**src/design/vic_pkg.sv**
```systemverilog
package vic_pkg;

    ////////////////////
    // Sizes
    ////////////////////

    // Number of external interrupt lines
    parameter int NUM_SRC = 31;

    // Config bits per line
    parameter int CFG_W = 4;

    // Vector number width, enough for 31 lines
    parameter int ID_W = 5;

    // Bit positions inside one config field
    parameter int CFG_EN   = 3;
    parameter int CFG_RISE = 2;
    parameter int CFG_FALL = 1;
    // Active level, only when rise and fall are both clear
    parameter int CFG_LVL  = 0;

    ////////////////////
    // Types
    ////////////////////

    // One bit per line
    typedef logic [NUM_SRC-1:0] src_vec_t;

    // All config fields, field k at bits 4k+3..4k
    typedef logic [NUM_SRC*CFG_W-1:0] cfg_vec_t;

    // Vector number sent to the CPU
    typedef logic [ID_W-1:0] irq_id_t;

    // CPU service cycle
    typedef enum logic [1:0] {
        SVC_IDLE,
        SVC_REQ,
        SVC_SERVE
    } svc_state_t;

endpackage

```
**src/design/vic_prio_sel.sv**
```systemverilog
`timescale 1ns/1ps

module vic_prio_sel #(
    parameter int N_SRC = vic_pkg::NUM_SRC
) (
    input  logic              o_IRQ,
    input  logic              i_rst_n,
    input  vic_pkg::src_vec_t i_pending,
    input  logic              i_ready,
    output logic              o_irq_req,
    output vic_pkg::irq_id_t  o_irq_addr
);

    import vic_pkg::*;

    // Lowest pending index
    irq_id_t win_id;
    logic    any_pend;
    logic    grant;

    ////////////////////
    // Priority encoder
    ////////////////////

    // Scan downward so the lowest set bit is the last write
    always_comb begin
        win_id = '0;
        for (int k = N_SRC - 1; k >= 0; k--) begin
            if (i_pending[k]) begin
                win_id = irq_id_t'(k);
            end
        end
    end

    assign any_pend = |i_pending[N_SRC-1:0];

    // No back-to-back pulse while service still sees IDLE
    assign grant = i_ready && any_pend && !o_irq_req;

    ////////////////////
    // Request output
    ////////////////////

    always_ff @(posedge o_IRQ) begin
        if (!i_rst_n) begin
            o_irq_req  <= 1'b0;
            o_irq_addr <= '0;
        end else begin
            // One-cycle pulse
            o_irq_req <= grant;
            // Address holds until the next grant
            if (grant) begin
                o_irq_addr <= win_id;
            end
        end
    end

endmodule

```
**src/design/vic_service.sv**
```systemverilog
`timescale 1ns/1ps

module vic_service (
    input  logic o_IRQ,
    input  logic i_rst_n,
    input  logic i_en,
    input  logic i_cpu_busy,
    input  logic i_req,
    output logic o_ready,
    output logic o_done
);

    import vic_pkg::*;

    svc_state_t state;
    svc_state_t state_nxt;
    logic       done_nxt;

    ////////////////////
    // Next state
    ////////////////////

    always_comb begin
        state_nxt = state;
        done_nxt  = 1'b0;
        case (state)
            // Wait for a request pulse
            SVC_IDLE: begin
                if (i_req) begin
                    state_nxt = SVC_REQ;
                end
            end
            // Wait for the CPU to pick it up
            // A busy drop here is ignored
            SVC_REQ: begin
                if (i_cpu_busy) begin
                    state_nxt = SVC_SERVE;
                end
            end
            // Busy falling edge ends the handler
            SVC_SERVE: begin
                if (!i_cpu_busy) begin
                    state_nxt = SVC_IDLE;
                    done_nxt  = 1'b1;
                end
            end
            default: begin
                state_nxt = SVC_IDLE;
            end
        endcase
    end

    ////////////////////
    // State registers
    ////////////////////

    always_ff @(posedge o_IRQ) begin
        if (!i_rst_n) begin
            state  <= SVC_IDLE;
            o_done <= 1'b0;
        end else begin
            state  <= state_nxt;
            o_done <= done_nxt;
        end
    end

    // Held off during the done cycle while the served bit clears
    assign o_ready = (state == SVC_IDLE) && i_en && !o_done;

endmodule

```
**src/design/vic_src_detect.sv**
```systemverilog
`timescale 1ns/1ps

module vic_src_detect (
    input  logic              o_IRQ,
    input  logic              i_rst_n,
    input  vic_pkg::src_vec_t i_ext,
    input  vic_pkg::cfg_vec_t i_cfg,
    input  logic              i_done,
    input  vic_pkg::irq_id_t  i_done_id,
    output vic_pkg::src_vec_t o_pending
);

    import vic_pkg::*;

    // Two-flop synchronizer plus previous sample
    src_vec_t sync_1;
    src_vec_t sync_2;
    src_vec_t prev;

    // Per-line edge flags
    src_vec_t rise;
    src_vec_t fall;
    src_vec_t change;

    // Level lines wait for a first change after reset
    src_vec_t armed;
    src_vec_t armed_nxt;

    // Set requests and level-still-active flags
    src_vec_t set_hit;
    src_vec_t lvl_hold;
    src_vec_t clr_mask;

    ////////////////////
    // Synchronizer
    ////////////////////

    // Free running, settles while reset is held
    always_ff @(posedge o_IRQ) begin
        sync_1 <= i_ext;
        sync_2 <= sync_1;
        prev   <= sync_2;
    end

    assign rise   = sync_2 & ~prev;
    assign fall   = ~sync_2 & prev;
    assign change = sync_2 ^ prev;

    // Arming takes effect on the same edge as the change
    assign armed_nxt = armed | change;

    ////////////////////
    // Qualification
    ////////////////////

    always_comb begin
        logic [CFG_W-1:0] fld;
        logic             is_lvl;
        logic             edge_hit;

        set_hit  = '0;
        lvl_hold = '0;
        fld      = '0;
        is_lvl   = 1'b0;
        edge_hit = 1'b0;
        for (int k = 0; k < NUM_SRC; k++) begin
            fld = i_cfg[k*CFG_W +: CFG_W];
            // Level mode when no edge is selected
            is_lvl   = !fld[CFG_RISE] && !fld[CFG_FALL];
            edge_hit = (fld[CFG_RISE] && rise[k]) || (fld[CFG_FALL] && fall[k]);
            // Enabled, armed level line sitting at its active value
            lvl_hold[k] = fld[CFG_EN] && is_lvl && armed_nxt[k]
                          && (sync_2[k] == fld[CFG_LVL]);
            set_hit[k]  = (fld[CFG_EN] && edge_hit) || lvl_hold[k];
        end
    end

    // Served line drops out unless its level still holds
    assign clr_mask = i_done ? ((src_vec_t'(1) << i_done_id) & ~lvl_hold) : '0;

    ////////////////////
    // Pending bits
    ////////////////////

    always_ff @(posedge o_IRQ) begin
        if (!i_rst_n) begin
            armed     <= '0;
            o_pending <= '0;
        end else begin
            armed     <= armed_nxt;
            // New event wins over a clear on the same edge
            o_pending <= set_hit | (o_pending & ~clr_mask);
        end
    end

endmodule

```
**src/design/vic_top.sv**
```systemverilog
`timescale 1ns/1ps

module vic_top #(
    parameter int N_SRC = vic_pkg::NUM_SRC
) (
    input  logic              o_IRQ,
    input  logic              i_rst_n,
    input  vic_pkg::src_vec_t i_ext,
    input  vic_pkg::cfg_vec_t i_cfg,
    input  logic              i_en,
    input  logic              i_cpu_busy,
    output logic              o_irq_req,
    output vic_pkg::irq_id_t  o_irq_addr
);

    import vic_pkg::*;

    // Pending bits into the encoder
    src_vec_t pending;

    // Service handshake
    logic ready;
    logic done;

    ////////////////////
    // Line detection
    ////////////////////

    // Clear target comes back from the held vector number
    vic_src_detect u_src_detect (
        .o_IRQ     (o_IRQ),
        .i_rst_n   (i_rst_n),
        .i_ext     (i_ext),
        .i_cfg     (i_cfg),
        .i_done    (done),
        .i_done_id (o_irq_addr),
        .o_pending (pending)
    );

    ////////////////////
    // Service tracking
    ////////////////////

    vic_service u_service (
        .o_IRQ      (o_IRQ),
        .i_rst_n    (i_rst_n),
        .i_en       (i_en),
        .i_cpu_busy (i_cpu_busy),
        .i_req      (o_irq_req),
        .o_ready    (ready),
        .o_done     (done)
    );

    ////////////////////
    // Request select
    ////////////////////

    vic_prio_sel #(
        .N_SRC (N_SRC)
    ) u_prio_sel (
        .o_IRQ      (o_IRQ),
        .i_rst_n    (i_rst_n),
        .i_pending  (pending),
        .i_ready    (ready),
        .o_irq_req  (o_irq_req),
        .o_irq_addr (o_irq_addr)
    );

endmodule

```
**config.mk**
```make
export PLATFORM = sky130hd
export DESIGN_NAME = vic_top
export DESIGN_NICKNAME = d
export VERILOG_FILES = /design/src/design/vic_pkg.sv /design/src/design/vic_prio_sel.sv /design/src/design/vic_service.sv /design/src/design/vic_src_detect.sv /design/src/design/vic_top.sv
export SDC_FILE = /design/constraint.sdc
export NUM_CORES = 1
export LEC_CHECK = 0
export BUFFER_PORTS_ARGS = -buffer_cell sky130_fd_sc_hd__buf_4
export CAP_MARGIN = 0
export CORE_MARGIN = 8
export CORE_UTILIZATION = 53
export DETAILED_ROUTE_END_ITERATION = 8
export PLACE_DENSITY = 0.79
export SETUP_SLACK_MARGIN = 0.5
export SLEW_MARGIN = 20
export SYNTH_ARGS = -nofsm -noshare
export SYNTH_HDL_FRONTEND = slang
export SYNTH_SLANG_ARGS = --single-unit
```
**constraint.sdc**
```tcl
create_clock -name o_IRQ -period 1.8 [get_ports o_IRQ]
set_input_delay 0.27 -clock o_IRQ [delete_from_list [all_inputs] [get_ports o_IRQ]]
set_output_delay 0.27 -clock o_IRQ [all_outputs]
set_load 0.02 [all_outputs]
```
Word-level counts from Yosys, hierarchy flattened --
Cells that the tools add are included.
Storage, ports and cells: word-level logic and storage cells 445, flip-flop bits (word level) 164
Operators by class: shifts and indexed selects 1, bitwise operators 11, equality and inequality tests 36, mux-type cells 37, reductions and logical operators 351
Operators with widths (number):
- $logic_and 1x1->1 | 221
- $mux 5 | 31
- $and 31x31->31 | 4
- $not 31->31 | 4
- $logic_not 1->1 | 64
- $logic_or 1x1->1 | 62
- $or 31x31->31 | 2
- $eq 1x1->1 | 31
- $mux 31 | 1
- $reduce_or 31->1 | 1
- $shl 1x5->31 const A | 1
- $xor 31x31->31 | 1
- $mux 2 | 3
- $pmux 2 s3 | 1
- $ne 2x2->1 const B | 2
- $reduce_and 3->1 | 1
- $eq 2x1->1 const B | 1
- $eq 2x2->1 const B | 1
- $logic_not 2->1 | 1
- $ne 2x1->1 const B | 1
- $reduce_and 2->1 | 1
- $mux 1 | 1

Longest topological paths before layout --
Gate-level depths: netlist (run 1).
depth after elaboration 31, gate-level depth with buffers 6

Hierarchy --
A second synthesis (run 1) with hierarchy kept.
Second synthesis, totals: cells, all modules 676, area, all modules 6766.5 um2
By module, submodules not included:
- vic_src_detect | seq. area each 3103.0 um2, times used 1, area an instance 6014.5 um2, cells each 583
- vic_prio_sel | seq. area each 120.1 um2, times used 1, area an instance 634.4 um2, cells each 82
- vic_service | seq. area each 60.1 um2, times used 1, area an instance 117.6 um2, cells each 11

Worst setup path after synthesis (run 1) --
OpenSTA, ideal clock, no wires.
path type register -> register, from reg u_src_detect.o_pending[15], to reg u_prio_sel.o_irq_addr[1], library setup time 122 ps, stages on the path, launching flop included 6, buffers on the path 0, slack 368 ps, data arrival time 1310 ps, clock period less this slack 1432 ps, path through dfxtp_1 > or4_1 > nor3_1 > o21ai_1 > a41oi_2 > o22ai_1
On the way: word-level cells in the longest chain between the ends 16
Ends and longest elaborated chain:
- start, declared | RTL line vic_src_detect.sv:10 | output vic_pkg::src_vec_t o_pending
- start signal, assigned | RTL line vic_src_detect.sv:92 | o_pending <= set_hit | (o_pending & ~clr_mask);
- $mux 5 (16 in a row) | RTL line vic_prio_sel.sv:29 | if (i_pending[k]) begin
- end signal, assigned | RTL line vic_prio_sel.sv:53 | o_irq_addr <= win_id;
- end, declared | RTL line vic_prio_sel.sv:11 | output vic_pkg::irq_id_t o_irq_addr
Parallel ways exist; a longest one is shown, timed or not. A chain may end at the register's enable or synchronous reset.

Worst setup path after layout (run 1) --
from reg u_src_detect.o_pending[2], to reg u_prio_sel.o_irq_addr[2]
On the way: word-level cells in the longest chain between the ends 3
Ends and longest elaborated chain (RTL line):
- $reduce_or 31->1 / $mux 5 (equally long branches) | vic_prio_sel.sv:35, vic_prio_sel.sv:29
- $logic_and 1x1->1 / $mux 5 (equally long branches) (2 in a row) | vic_prio_sel.sv:38, vic_prio_sel.sv:29
Parallel ways exist; a longest one is shown, timed or not.

==> results, run 1 <==
- The worst path needs 1.68 ns of the cycle, external delays included.
- The count of TritonRoute iterations in the first routing pass is 7.
- The floorplan has 41 rows.
- Power spread over the standard cell area amounts to roughly 900 nW/um2.
- Routability-driven placement finished with a final weighted congestion of 0.922.
- The detailed router placed 5,939 vias in this run.
- In the layout the commonest cells are sky130_fd_sc_hd__buf_4, sky130_fd_sc_hd__dfxtp_1, sky130_fd_sc_hd__inv_1, sky130_fd_sc_hd__dfxtp_2, sky130_fd_sc_hd__ha_1.
- For this design the top-level I/O count stands at 165.
- By startpoint and endpoint, the worst setup path is classified as register to register.
- The count of max-cap constraint violations is 0.
- The fraction of registers with async set or reset after synthesis is 0.
- The worst hold path begins at i_cpu_busy.
- The clock network fraction of design power is 0.381.
- The number of clock buffers inserted by TritonCTS is 17.
- Yosys printed 0 warnings.
- The H-tree was split into 4 levels.
- The cell at the root of the clock tree is sky130_fd_sc_hd__clkbuf_16.
- The region available for standard cell placement spans between 10,000 and 15,000 um2.
- Final hold analysis gives a worst-case slack of 0.0278 ns.
- At the worst endpoint, the required time is 2.11 ns.
- The CTS clock-pin slew for the worst setup and hold paths is 0.06 ns.
- The count of endpoints failing setup in the final report is 0.
- For this run, the share of the core covered by cells in the final layout is 0.845.
- The pin count of the biggest net entering global routing is 42.
- The maximum single-stage delay on the critical path is 0.43 ns.
- Of the total power, registers draw 0.436.
- Derived from the worst setup path, the maximum achievable clock frequency is about 600 MHz.
- Traced cell by cell, the critical path runs through nor4_4 -> nand3_2 -> o31a_4 -> o2111ai_1 -> o21ai_1.
- The mean instance size in the synthesized netlist is 10.3 um2.
- The run finished with clean final reports.
- In the finished design, the share of the clock period the worst path needs comes to 0.931.
- The total internal power is 6.96 mW.
- The synthesized design contains 0 enable-type register cells.
- The actual slew at the worst max-slew pin is 0.413 ns.
- Compared with the post-synthesis result, the final layout area differs by 57.5%.
- The reg-to-reg startpoint is u_src_detect.o_pending[2].
- The initial standard-cell utilization of the core is 0.536.
- The worst min-delay path class is primary input to register.
- The maximum root-to-sink buffer count is 2.
- For this run, global-route usage on met2 was measured as 0.388.
- Counting the fill cells in the layout gives 628.
- The total routed wirelength is 20.8 mm.
- 0 antenna diodes ended up in the layout.
- Setup repair after global routing could not meet its margin everywhere.
- The launching element of the worst setup path is u_src_detect.o_pending[2].
- The worst setup skew after layout is ~0.0075 ns.
- The initial antenna violation count was 0.
- The worst ir drop on vdd is roughly 0.00070 V.
- The number of hold-slack violations in the final timing report is 0.
- The most common cell after layout, fill and taps aside is sky130_fd_sc_hd__buf_4.
- Of the total power, the share spent switching nets is 0.268.
- The via count of the first global-routing pass is 5,895.
- After the last flow step, the layout net total stands at 1,124.
- The DRC marker count from the first detailed-route iteration is 343.
- The net switching power figure is approximately 2.6 mW.
- The number of max-slew violations in the final report is 0.
- The clock tree from TritonCTS is built.
- The worst setup path is captured at a register.
- The net count of the mapped netlist is 869.
- Global routing finished with a remaining overflow of 0.
- Of the cells placed in the final design, the portion with a size suffix greater than 1 is 0.503.
- After detailed routing, the average wire length per cell comes to 19.2 um.
- Using the TritonRoute via totals, the vias-per-cell ratio works out to approximately 5.5.
- The netlist area before placement is roughly 6700 um2.
- The met1 global-route usage is 0.234.
- The width of the die is 128 um.
- The die is 128 um tall.
- After synthesis the netlist holds a flip-flop and latch count of 164.
- The met3 demand-to-capacity share in global routing is 0.0658.
- The aggregate global-route resource usage is 0.216.
- After detailed routing, the number of remaining DRC violations is 0.
- Counting distinct cell types in the post-synthesis netlist gives 47.
- The startpoint class of the critical path is a register.
- The maximum fanout along the worst path is 8.
- The clock insertion delay at the later pin of the skew report is 0.43 ns.
- The number of instances in the synthesized netlist is 648.
- The area enclosed by the die boundary is approximately 16,000 um2.
- The static leakage is approximately 4.6 nW.
- The part of the Yosys area used for sequential elements is 0.491.
- Adding up every negative setup slack in the final design gives 0 ns.
- Detailed placement ended at an HPWL of 11.9 mm.
- The first global-routing pass estimated 28.2 mm of wire.
- The prevailing post-synth register cell is sky130_fd_sc_hd__dfxtp_1.
- The slowest cell on the critical path is sky130_fd_sc_hd__o31a_4.
- Data arrives at the worst endpoint at 1.98 ns.
- The count of buffers inserted at the top-level ports is 164.
- The detail route stage leaves a number of antenna-violating nets equal to 0.
- Of the total power, combinational logic draws 0.183.
- In this run the tightest slew margin relative to its limit is 0.725.
- The layer flagged by global routing as most heavily used is met2.
- CTS saw 164 sinks.
metrics by stage:
| stage | worst slack (ns) | instances | total power, mW | instance area [um2] |
|---|---|---|---|---|
| after floorplan | 0.380 | 648 | 4.70 | 6700 |
| after global placement | 0.266 | 975 | 5.18 | 8130 |
| after detailed placement | 0.238 | 975 | 5.24 | 8130 |
| after CTS | 0.306 | 1063 | 9.13 | 9660 |
| after global routing | 0.0941 | 1088 | 9.83 | 10500 |
| final | 0.125 | 1088 | 9.51 | 10500 |
registers in the layout (all words and copies together), names as in the netlist:
name,cells
u_src_detect.o_pending,31
u_service.state,2
u_service.o_done,1
u_src_detect.armed,31
u_src_detect.sync_2,31
u_src_detect.prev,31
u_src_detect.sync_1,31
u_prio_sel.o_irq_addr,5
u_prio_sel.o_irq_req,1
power groups by stage:
stage	logic, mW	clock network (mW)	registers (mW)
2_1_floorplan	0.587	0	4.12
4_1_cts	1.37	3.65	4.11
3_5_place_dp	1.09	0	4.15
5_1_grt	1.85	3.81	4.17
6_report	1.74	3.62	4.15
3_3_place_gp	1.05	0	4.13
cell families after synthesis:
group                    share of synthesized area
buffers and inverters                       0.0456
flip-flops                                   0.491
AND/OR/NAND/NOR                              0.145
adder cells (fa/ha/maj)                      0.116
multiplexers                               0.00150
AO/OA/AOI/OAI                                0.159
XOR/XNOR                                    0.0419
cell type report:
| type | count | area (um2) | area share |
|---|---|---|---|
| multi-input cells | 403 | 4060 | 0.385 |
| clock buffers | 19 | 443 | 0.0420 |
| well taps | 172 | 215 | 0.0204 |
| inverters | 71 | 267 | 0.0253 |
| flip-flops and latches | 164 | 3440 | 0.327 |
| clock inverters | 13 | 149 | 0.0141 |
| repair buffers | 246 | 1960 | 0.186 |
path summary, 6_finish.rpt:
| kind | to | slack [ns] | depth (start not counted) |
|---|---|---|---|
| max | u_prio_sel.o_irq_addr[2] | 0.12 | 5 |
| min | u_service.o_done | 0.03 | 2 |
| min reg2reg | u_src_detect.sync_2[28] | 0.32 | 0 |
| max reg2reg | u_prio_sel.o_irq_addr[2] | 0.12 | 5 |
cell usage after synthesis, types with 3 or more instances:
master / n / share of area
sky130_fd_sc_hd__xor2_1: 32 / 0.042
sky130_fd_sc_hd__inv_1: 71 / 0.040
sky130_fd_sc_hd__nor4_1: 31 / 0.029
sky130_fd_sc_hd__nor3_1: 5 / 0.0037
sky130_fd_sc_hd__a21boi_0: 34 / 0.038
sky130_fd_sc_hd__or3_1: 3 / 0.0028
sky130_fd_sc_hd__or2_2: 4 / 0.0037
sky130_fd_sc_hd__nor2_1: 12 / 0.0067
sky130_fd_sc_hd__nor2b_1: 57 / 0.053
sky130_fd_sc_hd__a21oi_1: 6 / 0.0045
sky130_fd_sc_hd__ha_1: 62 / 0.12
sky130_fd_sc_hd__clkbuf_1: 9 / 0.0051
sky130_fd_sc_hd__a2111oi_0: 3 / 0.0039
sky130_fd_sc_hd__nand2b_1: 5 / 0.0047
sky130_fd_sc_hd__or4_1: 3 / 0.0034
sky130_fd_sc_hd__o31ai_1: 3 / 0.0034
sky130_fd_sc_hd__nand2_1: 8 / 0.0045
sky130_fd_sc_hd__nor4_4: 3 / 0.0095
sky130_fd_sc_hd__dfxtp_1: 164 / 0.49
sky130_fd_sc_hd__a22o_1: 31 / 0.041
sky130_fd_sc_hd__nand3b_1: 3 / 0.0034
sky130_fd_sc_hd__o21ai_0: 65 / 0.049
what timing repair did:
action / in CTS / in global routing
buffers inserted: 25 / 25
hold buffers: 31 / 0
resized for setup: 148 / 196
hold endpoints to repair: 31 / 0
pin swaps: 56 / 96
setup endpoints to repair: 39 / 42
critical path, delay by kind of cell (launching register included):
family,cells,cell delay [ns]
DFF,1,0.36
AOI/OAI and AO/OA,3,0.66
and+or+nand+nor,2,0.54
layer usage:
layer	up-vias	wire length [um]
met3	54	1330
met2	257	11000
met5	-	0
li1	2760	-
met4	0	574
met1	2868	7920
(Power assumes the default switching activity.)
==> run 2: changes to the inputs <==
Settings changed: SYNTH_HIERARCHICAL from default to 1.
==> results, run 2 <==
- The sink count of the clock tree came to 164 (unchanged).
- The number of instances in the synthesized netlist is 676 (+4.3%).
- The placement row count is 41 (unchanged).
- The final critical delay including setup and external delays is 1.81 ns (+0.135 ns).
- In this run the worst hold path is classified as primary input to register.
- The via density per instance is 5.13 (-6.1%).
- The worst setup skew after layout is 0.00725 ns (-0.000218 ns).
- The worst setup path is launched from a register.
- The number of vias after detailed routing is 5,691 (-4.2%).
- The pin count of the biggest net entering global routing is 44 (+4.8%).
- The number of primary I/O pins was 165 (unchanged).
- The net count of the mapped netlist is 897 (+3.2%).
- The static leakage came to 4.43 nW (-4.4%).
- The maximum single-stage delay on the critical path was 0.37 ns (-0.06 ns).
- The maximum root-to-sink buffer count is 2 (unchanged).
- The number of hold-slack violations in the final timing report is 0 (unchanged).
- The remaining number of nets flagged by the antenna check after routing came to 0 (unchanged).
- The mean instance size in the synthesized netlist is 10.0 um2 (-3.0%).
- The Yosys warning count is 6 (+6).
- The final standard cell utilization of the core is 0.765 (-0.0797).
- The total power per unit cell area is 925 nW/um2 (+2.5%).
- The total of flip-flops plus latches after synthesis is 164 (unchanged).
- The count of TritonRoute iterations in the first routing pass was 5 (-2).
- The clock insertion delay at the later pin of the skew report was 0.43 ns (about the same).
- The worst hold-check slack is 0.0162 ns (-0.0115 ns).
- The wire length per cell is 16.0 um (-17%).
- The category of cells accounting for the largest share of critical-path delay is compound AO/OA/AOI/OAI gates.
- Setup repair after global routing could not meet its margin everywhere.
- The final net count came to 1,146 (+2.0%).
- The width of the die was 129 um (+0.51%).
- The actual slew at the worst max-slew pin came to 0.448 ns (+0.0352 ns).
- The via count of the first global-routing pass was 5,943 (+0.81%).
- The count of filler cells inserted in the layout came to 841 (+34%).
- The leftover overflow at the end of global routing is 0 (unchanged).
- The share of final-layout standard cells stronger than drive strength 1 came to 0.319 (-0.185).
- The power consumption was 8.90 mW (-6.4%).
- The total core area was 12,600 um2 (+0.82%).
- The maximum clock frequency is 553 MHz (-7.4%).
- The critical path goes through nor4_4 -> nand4_2 -> o41ai_4 -> buf_4 -> a311oi_1 -> a31o_1.
- The setup path with the least slack is of type register to register.
- TritonCTS built the clock tree.
- The DRC marker count from the first detailed-route iteration is 255 (-26%).
- The number of H-tree levels is 4 (unchanged).
- The count of max-cap constraint violations came to 0 (unchanged).
- The count of endpoints failing setup in the final report was 1 (+1).
- The library cell used most frequently in the layout, excluding fill and tap cells, is sky130_fd_sc_hd__buf_4.
- The count of unique library cells instantiated by Yosys is 48 (+2.1%).
- The netlist area before placement came to 6770 um2 (+1.2%).
- The post-detailed-placement half-perimeter wirelength came to 13.0 mm (+8.9%).
- The top cell types in the final layout, fill and taps aside, are sky130_fd_sc_hd__buf_4, sky130_fd_sc_hd__dfxtp_1, sky130_fd_sc_hd__inv_1, sky130_fd_sc_hd__ha_1, sky130_fd_sc_hd__nor2_1.
- sky130_fd_sc_hd__dfxtp_1 is the most common cell in the netlist.
- The worst setup path is captured at a register.
- The initial antenna violation count was 0 (unchanged).
- The die span in y is 129 um (+0.51%).
- The placer congestion estimate came to 0.849 (-7.9%).
- The part of the Yosys area used for sequential elements is 0.485 (-0.00572).
- Relative to the synthesized area, the layout overhead comes to 42.2%.
- The number of placed instances, taps included is 1,029 (+5.5%).
- The critical path required time is 2.12 ns (about the same).
- The portion of the clock cycle consumed by the worst path in the final layout is 1.01 (+0.0749).
- The biggest area contributor in the post-synthesis netlist is sky130_fd_sc_hd__dfxtp_1.
- The slack of the critical path is -0.00996 ns (-0.135 ns).
- The slowest cell on the critical path is sky130_fd_sc_hd__o41ai_4.
- The fraction of registers with async set or reset after synthesis is 0 (unchanged).
- The maximum fanout along the worst path came to 5 (-3).
- The count of buffers inserted at the top-level ports is 164 (unchanged).
- The number of clock buffers inserted by TritonCTS is 17 (unchanged).
- The total buffers and inverters traversed by the critical path is 1 (+1).
- The worst relative slew slack came to 0.693 (-0.0312).
- The share of the synthesized area in the top cell type is 0.485 (-0.00572).
- After synthesis, the cell types taking the most area are sky130_fd_sc_hd__dfxtp_1, sky130_fd_sc_hd__ha_1, sky130_fd_sc_hd__a22o_1.
- The initial standard-cell utilization of the core is 0.538 (+0.00189).
- The antenna diode count is 0 (unchanged).
- The arrival time reported for the critical path endpoint is 2.13 ns (+0.15 ns).
- The total negative slack came to -0.00996 ns (-0.00996 ns).
- Clock tree synthesis selected as its root buffer the cell sky130_fd_sc_hd__clkbuf_16.
- The worst ir drop on vdd is 0.000742 V (+6.7%).
- The most used flip-flop cell after synthesis is sky130_fd_sc_hd__dfxtp_1.
- The area enclosed by the die boundary is 16,600 um2 (+1.0%).
- The flow ran to the end, but the final reports show violations.
- The checks that failed: setup timing.
- The non-filler instance count after layout is 1,110 (+2.0%).
- The remaining routing DRC violations is 0 (unchanged).
- The global-route wire length before repair is 28.0 mm (-0.47%).
- The aggregate global-route resource usage came to 0.215 (-0.00155).
- The number of max-slew violations in the final report is 0 (unchanged).
- After synthesis, the most frequently instantiated cells are sky130_fd_sc_hd__dfxtp_1, sky130_fd_sc_hd__inv_1, sky130_fd_sc_hd__ha_1.
- The CTS clock-pin slew for the worst setup and hold paths came to 0.07 ns (about the same).
- The count of flip-flops with a built-in enable after synthesis is 0 (unchanged).
- The total routed wirelength is 17.7 mm (-15%).
[run 2: cell types whose count changed after synthesis, moves of 25 or more]
cell,previous run,this run
sky130_fd_sc_hd__xor2_1,32,1
sky130_fd_sc_hd__a31oi_1,1,32
sky130_fd_sc_hd__xnor2_1,0,31
sky130_fd_sc_hd__nor2b_1,57,3
sky130_fd_sc_hd__nor4_1,31,6
sky130_fd_sc_hd__nand2_1,8,37
sky130_fd_sc_hd__nand2b_1,5,40
sky130_fd_sc_hd__nor2_1,12,41
sky130_fd_sc_hd__a21boi_0,34,0
sky130_fd_sc_hd__o21ai_0,65,31
sky130_fd_sc_hd__o211ai_1,0,33
sky130_fd_sc_hd__and2_1,2,31
[run 2: final timing paths]
check	from	to	slack, ns	cells past startpoint
setup / recovery	u_src_detect/o_pending[12]	u_prio_sel/o_irq_addr[2]	-0.01	6
hold / removal	i_cpu_busy	u_service/o_done	0.02	2
setup reg to reg	u_src_detect/o_pending[12]	u_prio_sel/o_irq_addr[2]	-0.01	6
hold reg to reg	u_src_detect/sync_1[30]	u_src_detect/sync_2[30]	0.33	0
[run 2: report_power, final]
part	switching, mW	internal [mW]
Sequential	0.181	3.89
Combinational	0.628	0.863
Clock	1.54	1.79
Total	2.35	6.55
[run 2: final cells by class]
type,instances,area (um2),share of cell area
inverter,67,251,0.0261
multi-input combinational,432,3340,0.347
tap,172,215,0.0224
clock buffer,17,425,0.0442
clock inverter,15,124,0.0129
timing repair buffer,243,1940,0.201
sequential,164,3330,0.346
[run 2: layer usage]
layer / track usage / wire length (um) / vias up
met4: 0.0746 / 296 / 0
met3: 0.0621 / 1050 / 24
met1: 0.238 / 7160 / 2666
met2: 0.385 / 9240 / 167
met5: 0 / 0 / -
li1: - / - / 2834
[run 2: worst reg2reg max path: cells and delay by family, from the launching register on]
family	cells	cell delay, ns
compound gates	3	0.64
simple gates	2	0.53
flops	1	0.33
buf+inv	1	0.20
[run 2: through the flow]
stage | worst slack, ns | instance area (um2)
floorplan | -0.00202 | 6810
global placement | 0.0251 | 8440
detailed placement | -0.0282 | 8440
CTS | 0.0451 | 9470
global route | -0.128 | 9620
finish | -0.00996 | 9620
[run 2: repair_timing]
item | CTS | global route
hold endpoints to repair | 31 | 0
hold buffers | 31 | 0
buffers inserted | 13 | 5
pin swaps | 16 | 14
gates resized for setup | 31 | 38
endpoints found under the setup margin | 40 | 36
[run 2: cells by family after synthesis]
group	share of synthesized area
AND/OR/NAND/NOR	0.156
AO/OA/AOI/OAI	0.157
flip-flops	0.485
adder cells (fa/ha/maj)	0.115
XOR/XNOR	0.0414
multiplexers	0.00148
buffers and inverters	0.0446
